## src/logic/des_round_pkg.sv

```systemverilog
package des_round_pkg;

  localparam int BLOCK_W    = 64;
  localparam int HALF_W     = 32;
  localparam int EXP_W      = 48;
  localparam int SBOX_COUNT = 8;
  localparam int SBOX_IN_W  = 6;
  localparam int SBOX_OUT_W = 4;

  typedef logic [BLOCK_W-1:0]    block_t;
  typedef logic [HALF_W-1:0]     half_t;
  typedef logic [EXP_W-1:0]      subkey_t;
  typedef logic [SBOX_IN_W-1:0]  sbox_in_t;
  typedef logic [SBOX_OUT_W-1:0] sbox_out_t;

  // feed stage output, halves already permuted by IP
  typedef struct packed {
    logic                valid;
    half_t               left;
    half_t               right;
    logic [EXP_W-1:0]    mixed;
  } mix_stage_t;

  // all tables use DES numbering, position 1 is the msb
  localparam int IP_TABLE [BLOCK_W] = '{
    58, 50, 42, 34, 26, 18, 10, 2,
    60, 52, 44, 36, 28, 20, 12, 4,
    62, 54, 46, 38, 30, 22, 14, 6,
    64, 56, 48, 40, 32, 24, 16, 8,
    57, 49, 41, 33, 25, 17,  9, 1,
    59, 51, 43, 35, 27, 19, 11, 3,
    61, 53, 45, 37, 29, 21, 13, 5,
    63, 55, 47, 39, 31, 23, 15, 7
  };

  localparam int IP_INV_TABLE [BLOCK_W] = '{
    40, 8, 48, 16, 56, 24, 64, 32,
    39, 7, 47, 15, 55, 23, 63, 31,
    38, 6, 46, 14, 54, 22, 62, 30,
    37, 5, 45, 13, 53, 21, 61, 29,
    36, 4, 44, 12, 52, 20, 60, 28,
    35, 3, 43, 11, 51, 19, 59, 27,
    34, 2, 42, 10, 50, 18, 58, 26,
    33, 1, 41,  9, 49, 17, 57, 25
  };

  // expansion of the 32-bit right half
  localparam int E_TABLE [EXP_W] = '{
    32,  1,  2,  3,  4,  5,
     4,  5,  6,  7,  8,  9,
     8,  9, 10, 11, 12, 13,
    12, 13, 14, 15, 16, 17,
    16, 17, 18, 19, 20, 21,
    20, 21, 22, 23, 24, 25,
    24, 25, 26, 27, 28, 29,
    28, 29, 30, 31, 32,  1
  };

  localparam int P_TABLE [HALF_W] = '{
    16,  7, 20, 21, 29, 12, 28, 17,
     1, 15, 23, 26,  5, 18, 31, 10,
     2,  8, 24, 14, 32, 27,  3,  9,
    19, 13, 30,  6, 22, 11,  4, 25
  };

  // box, row, column
  localparam logic [SBOX_OUT_W-1:0] SBOX_TABLE [SBOX_COUNT][4][16] = '{
    '{
      '{14,  4, 13,  1,  2, 15, 11,  8,  3, 10,  6, 12,  5,  9,  0,  7},
      '{ 0, 15,  7,  4, 14,  2, 13,  1, 10,  6, 12, 11,  9,  5,  3,  8},
      '{ 4,  1, 14,  8, 13,  6,  2, 11, 15, 12,  9,  7,  3, 10,  5,  0},
      '{15, 12,  8,  2,  4,  9,  1,  7,  5, 11,  3, 14, 10,  0,  6, 13}
    },
    '{
      '{15,  1,  8, 14,  6, 11,  3,  4,  9,  7,  2, 13, 12,  0,  5, 10},
      '{ 3, 13,  4,  7, 15,  2,  8, 14, 12,  0,  1, 10,  6,  9, 11,  5},
      '{ 0, 14,  7, 11, 10,  4, 13,  1,  5,  8, 12,  6,  9,  3,  2, 15},
      '{13,  8, 10,  1,  3, 15,  4,  2, 11,  6,  7, 12,  0,  5, 14,  9}
    },
    '{
      '{10,  0,  9, 14,  6,  3, 15,  5,  1, 13, 12,  7, 11,  4,  2,  8},
      '{13,  7,  0,  9,  3,  4,  6, 10,  2,  8,  5, 14, 12, 11, 15,  1},
      '{13,  6,  4,  9,  8, 15,  3,  0, 11,  1,  2, 12,  5, 10, 14,  7},
      '{ 1, 10, 13,  0,  6,  9,  8,  7,  4, 15, 14,  3, 11,  5,  2, 12}
    },
    '{
      '{ 7, 13, 14,  3,  0,  6,  9, 10,  1,  2,  8,  5, 11, 12,  4, 15},
      '{13,  8, 11,  5,  6, 15,  0,  3,  4,  7,  2, 12,  1, 10, 14,  9},
      '{10,  6,  9,  0, 12, 11,  7, 13, 15,  1,  3, 14,  5,  2,  8,  4},
      '{ 3, 15,  0,  6, 10,  1, 13,  8,  9,  4,  5, 11, 12,  7,  2, 14}
    },
    '{
      '{ 2, 12,  4,  1,  7, 10, 11,  6,  8,  5,  3, 15, 13,  0, 14,  9},
      '{14, 11,  2, 12,  4,  7, 13,  1,  5,  0, 15, 10,  3,  9,  8,  6},
      '{ 4,  2,  1, 11, 10, 13,  7,  8, 15,  9, 12,  5,  6,  3,  0, 14},
      '{11,  8, 12,  7,  1, 14,  2, 13,  6, 15,  0,  9, 10,  4,  5,  3}
    },
    '{
      '{12,  1, 10, 15,  9,  2,  6,  8,  0, 13,  3,  4, 14,  7,  5, 11},
      '{10, 15,  4,  2,  7, 12,  9,  5,  6,  1, 13, 14,  0, 11,  3,  8},
      '{ 9, 14, 15,  5,  2,  8, 12,  3,  7,  0,  4, 10,  1, 13, 11,  6},
      '{ 4,  3,  2, 12,  9,  5, 15, 10, 11, 14,  1,  7,  6,  0,  8, 13}
    },
    '{
      '{ 4, 11,  2, 14, 15,  0,  8, 13,  3, 12,  9,  7,  5, 10,  6,  1},
      '{13,  0, 11,  7,  4,  9,  1, 10, 14,  3,  5, 12,  2, 15,  8,  6},
      '{ 1,  4, 11, 13, 12,  3,  7, 14, 10, 15,  6,  8,  0,  5,  9,  2},
      '{ 6, 11, 13,  8,  1,  4, 10,  7,  9,  5,  0, 15, 14,  2,  3, 12}
    },
    '{
      '{13,  2,  8,  4,  6, 15, 11,  1, 10,  9,  3, 14,  5,  0, 12,  7},
      '{ 1, 15, 13,  8, 10,  3,  7,  4, 12,  5,  6, 11,  0, 14,  9,  2},
      '{ 7, 11,  4,  1,  9, 12, 14,  2,  0,  6, 10, 13, 15,  3,  5,  8},
      '{ 2,  1, 14,  7,  4, 10,  8, 13, 15, 12,  9,  0,  3,  5,  6, 11}
    }
  };

endpackage
```

## src/logic/des_round.sv

```systemverilog
`timescale 1ns/1ps

module des_round (
  input  logic                   clk,
  input  logic                   arst_n,
  input  des_round_pkg::block_t  block,
  input  des_round_pkg::subkey_t subkey,
  input  logic                   in_valid,
  output des_round_pkg::block_t  cipher,
  output logic                   out_valid
);
  import des_round_pkg::*;

  mix_stage_t mix;
  half_t      sbox_result;

  round_feed u_feed (
    .clk      (clk),
    .arst_n   (arst_n),
    .block    (block),
    .subkey   (subkey),
    .in_valid (in_valid),
    .mix      (mix)
  );

  // box 0 takes the most significant slice
  for (genvar i = 0; i < SBOX_COUNT; i++) begin : g_sbox
    sbox_lookup #(
      .BOX (i)
    ) u_sbox (
      .bits   (mix.mixed[EXP_W-1-i*SBOX_IN_W -: SBOX_IN_W]),
      .nibble (sbox_result[HALF_W-1-i*SBOX_OUT_W -: SBOX_OUT_W])
    );
  end

  round_drain u_drain (
    .clk         (clk),
    .arst_n      (arst_n),
    .mix         (mix),
    .sbox_result (sbox_result),
    .cipher      (cipher),
    .out_valid   (out_valid)
  );

endmodule

```

## src/logic/round_drain.sv

```systemverilog
`timescale 1ns/1ps

module round_drain (
  input  logic                      clk,
  input  logic                      arst_n,
  input  des_round_pkg::mix_stage_t mix,
  input  des_round_pkg::half_t      sbox_result,
  output des_round_pkg::block_t     cipher,
  output logic                      out_valid
);
  import des_round_pkg::*;

  half_t  f_out;
  half_t  new_right;
  block_t swapped;
  block_t cipher_d;

  // P permutation of the s-box nibbles
  always_comb begin
    for (int i = 0; i < HALF_W; i++) begin
      f_out[HALF_W-1-i] = sbox_result[HALF_W-P_TABLE[i]];
    end
  end

  assign new_right = mix.left ^ f_out;
  assign swapped   = {mix.right, new_right};

  always_comb begin
    for (int i = 0; i < BLOCK_W; i++) begin
      cipher_d[BLOCK_W-1-i] = swapped[BLOCK_W-IP_INV_TABLE[i]];
    end
  end

  always_ff @(posedge clk or negedge arst_n) begin
    if (!arst_n) begin
      out_valid <= 1'b0;
      cipher    <= '0;
    end else begin
      out_valid <= mix.valid;
      if (mix.valid) begin
        cipher <= cipher_d;
      end
    end
  end

  // feed halves and s-box nibbles known whenever the stage is valid
  a_input_known: assert property (@(posedge clk) disable iff (!arst_n)
    mix.valid |-> !$isunknown({mix.left, mix.right, sbox_result}));

  a_cipher_known: assert property (@(posedge clk) disable iff (!arst_n)
    out_valid |-> !$isunknown(cipher));

endmodule

```

## src/logic/sbox_lookup.sv

```systemverilog
`timescale 1ns/1ps

module sbox_lookup #(
  parameter int BOX = 0
) (
  input  des_round_pkg::sbox_in_t  bits,
  output des_round_pkg::sbox_out_t nibble
);
  import des_round_pkg::*;

  logic [1:0] row;
  logic [3:0] col;

  // outer bits pick the row, inner four the column
  assign row = {bits[SBOX_IN_W-1], bits[0]};
  assign col = bits[SBOX_IN_W-2:1];

  assign nibble = SBOX_TABLE[BOX][row][col];

  initial begin
    assert (BOX >= 0 && BOX < SBOX_COUNT)
      else $fatal(1, "sbox_lookup: box index %0d out of range", BOX);
  end

endmodule

```

## src/logic/round_feed.sv

```systemverilog
`timescale 1ns/1ps

module round_feed (
  input  logic                      clk,
  input  logic                      arst_n,
  input  des_round_pkg::block_t     block,
  input  des_round_pkg::subkey_t    subkey,
  input  logic                      in_valid,
  output des_round_pkg::mix_stage_t mix
);
  import des_round_pkg::*;

  block_t  ip_block;
  half_t   right_half;
  subkey_t expanded;

  logic    valid_q;
  half_t   left_q;
  half_t   right_q;
  subkey_t mixed_q;

  // initial permutation
  always_comb begin
    for (int i = 0; i < BLOCK_W; i++) begin
      ip_block[BLOCK_W-1-i] = block[BLOCK_W-IP_TABLE[i]];
    end
  end

  assign right_half = ip_block[HALF_W-1:0];

  always_comb begin
    for (int i = 0; i < EXP_W; i++) begin
      expanded[EXP_W-1-i] = right_half[HALF_W-E_TABLE[i]];
    end
  end

  always_ff @(posedge clk or negedge arst_n) begin
    if (!arst_n) begin
      valid_q <= 1'b0;
    end else begin
      valid_q <= in_valid;
    end
  end

  always_ff @(posedge clk) begin
    if (in_valid) begin
      left_q  <= ip_block[BLOCK_W-1:HALF_W];
      right_q <= right_half;
      mixed_q <= expanded ^ subkey;
    end
  end

  assign mix = '{valid: valid_q, left: left_q, right: right_q, mixed: mixed_q};

endmodule

```

## config.mk

```make
export PLATFORM = sky130hd
export DESIGN_NAME = des_round
export DESIGN_NICKNAME = d
export VERILOG_FILES = /design/src/logic/des_round_pkg.sv /design/src/logic/des_round.sv /design/src/logic/round_drain.sv /design/src/logic/sbox_lookup.sv /design/src/logic/round_feed.sv
export SDC_FILE = /design/constraint.sdc
export NUM_CORES = 1
export LEC_CHECK = 0
export ABC_CLOCK_PERIOD_IN_PS = 2600
export BUFFER_PORTS_ARGS = -buffer_cell sky130_fd_sc_hd__buf_2
export CAP_MARGIN = 20
export CORE_MARGIN = 3
export CORE_UTILIZATION = 45
export DETAILED_ROUTE_END_ITERATION = 10
export HOLD_SLACK_MARGIN = 0.1
export PLACE_DENSITY = 0.65
export SLEW_MARGIN = 15
export SYNTH_ARGS = -nofsm -noshare
export SYNTH_HDL_FRONTEND = slang
export SYNTH_SLANG_ARGS = --single-unit
```

## constraint.sdc

```tcl
create_clock -name clk -period 2.6 [get_ports clk]
set_input_delay 0.26 -clock clk [delete_from_list [all_inputs] [get_ports clk]]
set_output_delay 0.26 -clock clk [all_outputs]
set_load 0.1 [all_outputs]
```

; After elaboration in Yosys (flattened, before gate mapping)
; Index checks and enable logic that the tools add are counted.
[classes]
magnitude_cmp = 16
mux = 48
bitwise = 18
[op_table]
columns = operator, count
row1 = $bmux W64 S2, 8
row2 = $mux W64, 16
row3 = $bmux W4 S4, 8
row4 = $mux W4, 16
row5 = $xor A48 B48 Y48, 1
row6 = $ge A5 B5 Y1 const B, 8
row7 = $not A4 Y5, 8
row8 = $xor A32 B32 Y32, 1
row9 = $ge A3 B3 Y1 const B, 8
row10 = $not A2 Y3, 8
[totals]
regBits = 178
inputBits = 115
elab_cells = 88

; Depth between registers and ports, before layout
[depth]
word_depth = 8
depth_mapped = 10
mapped_depth_nobuf = 8

; Cells and area by module
; A second synthesis with hierarchy kept.
[hier_totals]
cells_unflattened = 1058
hier_area_um2 = 11979.0
[modules_own_cells]
columns = module, n_inst, cells_per_inst, area_each_um2
row1 = round_feed, 1, 162, 3816.2
row2 = round_drain, 1, 204, 2805.2
row3 = sbox_lookup at g_sbox[4].u_sbox, 1, 82, 715.7
row4 = sbox_lookup at g_sbox[2].u_sbox, 1, 84, 698.2
row5 = sbox_lookup at g_sbox[5].u_sbox, 1, 88, 673.1
row6 = sbox_lookup at g_sbox[6].u_sbox, 1, 87, 671.9
row7 = sbox_lookup at g_sbox[0].u_sbox, 1, 83, 653.1
row8 = sbox_lookup at g_sbox[3].u_sbox, 1, 93, 653.1
row9 = sbox_lookup at g_sbox[7].u_sbox, 1, 87, 648.1
row10 = sbox_lookup at g_sbox[1].u_sbox, 1, 88, 644.4

; Least setup slack after synthesis
; OpenSTA, ideal clock, no wires.
[synth_path]
kind = register -> register
start = register u_feed.mixed_q[29]
end = register u_drain.cipher[13]
setup_time_ns = 0.125
t_arrival_ns = 2.499
required_ns = 2.475
setup_slack_ns = -0.025
stages_incl_launch_ff = 9
cell_sequence = edfxtp_1 > buf_2 > inv_1 > ha_1 > buf_2 > mux4_2 > mux4_2 > xnor2_1 > mux2_2
[synth_between]
elab_chain_len = 8
[synth_rtl]
columns = element, line
row1 = "start, declared", round_feed.sv:20  ; subkey_t mixed_q;
row2 = "start signal, assigned", round_feed.sv:49  ; mixed_q <= expanded ^ subkey;
row3 = $not A2 Y3 (not written as such), sbox_lookup.sv:18  ; assign nibble = SBOX_TABLE[BOX][row][col];
row4 = $bmux W64 S2, sbox_lookup.sv:18
row5 = $mux W64 (not written as such) (2 in series), sbox_lookup.sv:18
row6 = $bmux W4 S4, sbox_lookup.sv:18
row7 = $mux W4 (not written as such) (2 in series), sbox_lookup.sv:18
row8 = $xor A32 B32 Y32, round_drain.sv:25  ; assign new_right = mix.left ^ f_out;
row9 = "end signal, assigned", round_drain.sv:41  ; cipher <= cipher_d;
row10 = "end, declared", round_drain.sv:8  ; output des_round_pkg::block_t cipher,
; No other way between the ends. The select of a mux whose other input is x is not followed.
; A chain may end at the register's enable or synchronous reset.

; Final worst setup path
[layout_path]
start = register u_feed.mixed_q[30]
end = register u_drain.cipher[61]
; Same word-level chain as after synthesis.

==> results.py <==
metrics = {
    "status": {
        "status": "finished clean",
    },
    "worst_setup_path": {
        "cp_num_buf_inv": 1,
        "r2r-end": "u_drain.cipher[61]$_DFFE_PN0P_",
        "crit_path_start_kind": "register",
        "path_max_fanout": 10,
        "cp_slowest_cell": "a2111oi_0",
        "path_class": "register to register",
        "r2r_cells": 8,
        "crit_chain": "inv_1, ha_1, and2b_1, a22o_1, a2111oi_0, a21oi_1, xnor2_1, mux2_2",
        "endpoint_kind": "register",
        "timing.rr.start": "u_feed.mixed_q[30]$_DFFE_PP_",
        "required_ns": 2.93,
        "critPathArrivalTime_ns": 2.75,
        "cp_top_family": "compound AO/OA/AOI/OAI gates",
        "cpPeakStageDelay_ns": 0.41,
        "rrSetupSlack_ns": 0.18,
    },
    "yosys": {
        "avgSynthCellArea_um2": 11.4,
        "synth_top_area_share_pct": 29.0,
        "synth_top_family_by_area": "multiplexers",
        "syn_nets": 1196,
        "ys_warn_count": 0,
        "synth_cell_type_count": 76,
        "synth.area.top_cells": "edfxtp_1 (29%), dfrtp_1 (14%), ha_1 (6.8%), mux2_2 (6.1%), mux4_2 (5.6%)",
        "synth_edf_count": 112,
        "synth_flop_cell": "edfxtp_1",
        "synth_adder_area_share_pct": 6.80,
        "ys_seq_area_share_pct": 43.3,
        "async_reset_ff_share_pct": 37.1,
        "synth-compound-area-share_pct": 13.9,
        "synth_largest_area_cell": "edfxtp_1",
        "synthMuxAreaShare_pct": 14.8,
        "postSynthCellCount": 1018,
        "synthSimpleGateAreaFrac_pct": 8.91,
        "yosys_register_bits": 178,
        "syn_area_um2": 11600,
        "synth-xor-area-share_pct": 7.34,
    },
    "final_layout": {
        "finish.instance_area_um2": 14100,
        "fin_nets": 1431,
        "final_common_cell": "buf_2",
        "synthToLayoutAreaGrowth_pct": 21.7,
        "drive_above_1_share_pct": 29.9,
        "layout_common_cells": "buf_2 (177), edfxtp_1 (112), xor2_1 (71)",
        "finish.utilization_pct": 55.9,
    },
    "power": {
        "pwr_density_cell_nw_per_um2": 773,
        "ir_worst_vdd_uv": 615,
        "p_leak_nw": 5.91,
        "total_power_mw": 10.9,
    },
    "worst_hold_path": {
        "min_from": "block[1]",
        "min_path_type": "input pin to register",
        "whs_path_depth": 1,
        "holdPathEnd": "u_feed.right_q[7]$_DFFE_PP_",
    },
    "floorplanning": {
        "die_area_um2": 27700,
        "start_util_pct": 45.9,
        "dieWidth_um": 166,
        "row_count": 58,
        "die_y_um": 166,
        "core-area_um2": 25300,
        "io_pins": 180,
    },
    "timing": {
        "period_share_pct": 92.9,
        "drv_slew": 0,
        "finalHoldViolations": 0,
        "setup_viol": 0,
        "fin_skew_ns": 0.0164,
        "rsz0062_at_grt": "no",
        "fin_tns_setup_ns": 0,
        "slew_headroom_pct": 54.1,
        "tightest_slew_ns": 0.689,
        "fmax_mhz": 414,
        "period_minus_slack_ns": 2.42,
        "fin_ws_ns": 0.184,
    },
    "detailed_routing": {
        "drc": 0,
        "drt_iter0_markers": 685,
        "routed_wl_mm": 27.4,
        "avgViaCountPerCell": 5.45,
        "first_pass_iters": 5,
        "ant_nets": 0,
        "num_vias": 8697,
        "post_drt_wl_per_cell_um": 17.1,
    },
    "placed_design": {
        "dp_hpwl_mm": 19.0,
        "portBuffers": 179,
        "dpl_cell_area_um2": 12900,
        "routabilityCongestion": 0.884,
        "preCtsSetupSlack_ns": 0.181,
    },
    "grt": {
        "grt.overflow.total": 0,
        "grt_pass1_wl_mm": 44.9,
        "antenna_found_initial": 2,
        "grt_max_degree": 49,
        "grt_pass1_vias": 8667,
        "track_usage_pct": 19.6,
    },
    "clocking": {
        "cts_setup_buffers": 0,
        "insertion_delay_ns": 0.44,
        "path_clk_slew_ns": 0.08,
        "numCtsBuffers": 17,
        "cts_tree": "done",
        "clkSinkCount": 178,
        "post_cts_resized": 0,
        "clockBufferDepth": 2,
        "clockRootBuffer": "clkbuf_16",
        "htreeDepth": 4,
    },
    "job": {
        "drv_cap": 0,
    },
}
kinds of logic after synthesis:
logic type                 after synthesis
adders and majority gates               63
xor gates and xnor gates                94
buffers and inverters                  123
muxes                                  125
AOI/OAI and AO/OA                      236
and+or+nand+nor                        199
DFF                                    178
flip-flops by register name, summed over array words and instances, names as in the netlist:
register           flops
u_feed.right_q        32
u_drain.cipher        64
u_feed.valid_q         1
u_feed.mixed_q        48
u_drain.out_valid      1
u_feed.left_q         32
layer usage:
metal  up-vias  share of wire (%)  wire, µm  track usage [%]
met1      4197                 45     12400             26.6
met3        32                4.6      1260             3.39
met4         2                1.4       374             4.88
li1       4220                  -         -                -
met5         -              0.026         7                0
met2       246                 49     13400             33.1
worst max-delay path by stage:
stage / from / cells after the start / end
finish: u_feed.mixed_q[30]$_DFFE_PP_ / 8 / u_drain.cipher[61]$_DFFE_PN0P_
global route: u_feed.mixed_q[30]$_DFFE_PP_ / 8 / u_drain.cipher[61]$_DFFE_PN0P_
detailed placement: u_feed.mixed_q[30]$_DFFE_PP_ / 8 / u_drain.cipher[61]$_DFFE_PN0P_
floorplan: u_feed.mixed_q[29]$_DFFE_PP_ / 8 / u_drain.cipher[13]$_DFFE_PN0P_
global placement: u_feed.mixed_q[6]$_DFFE_PP_ / 8 / u_drain.cipher[43]$_DFFE_PN0P_
CTS: u_feed.mixed_q[30]$_DFFE_PP_ / 8 / u_drain.cipher[61]$_DFFE_PN0P_
synth_stat cells (7+ instances only):
library cell	count
a211o_1	7
a21boi_0	8
a21oi_1	52
a31oi_1	9
buf_2	33
buf_4	11
clkbuf_1	25
dfrtp_1	66
edfxtp_1	112
ha_1	63
inv_1	44
mux2_2	63
mux2i_1	29
mux4_2	29
nand2_1	45
nand2b_1	27
nand3_1	12
nor2_1	44
nor2b_1	19
nor3_1	12
nor3b_1	8
o2111ai_1	10
o211ai_1	13
o21a_1	7
o21ai_0	56
o221ai_1	9
xnor2_1	21
xor2_1	71
repair_timing:
action | in CTS | in global routing
hold buffers | 62 | 0
hold endpoints to repair | 102 | 0
setup endpoints to repair | 0 | 0
per-stage QoR:
step	hold WS [ns]	cells
2_1_floorplan	-0.0356	1018
3_3_place_gp	0.330	1502
3_5_place_dp	0.336	1502
4_1_cts	0.102	1596
5_1_grt	0.101	1597
6_report	0.119	1597
cell type report:
cell class / count / area (µm²)
well taps: 330 / 413
inverters: 48 / 180
repair buffers: 291 / 1930
clock inverters: 15 / 134
fillers: 2120 / 11100
multi-input cells: 717 / 6000
diodes: 1 / 2.50
flip-flops and latches: 178 / 5020
clock buffers: 17 / 425
where the power goes:
part	leakage [nW]	switching (mW)	internal, mW	total [mW]
Sequential	1.86	0.366	3.45	3.82
Combinational	3.77	3.12	1.45	4.57
Clock	0.281	1.25	1.27	2.52
worst register-to-register path, stage by stage, from the launching register on:
cell	delay (ns)
edfxtp_1	0.40
inv_1	0.15
ha_1	0.37
and2b_1	0.26
a22o_1	0.23
a2111oi_0	0.41
a21oi_1	0.09
xnor2_1	0.15
mux2_2	0.26
No activity file was read; power rests on OpenSTA's default activity.
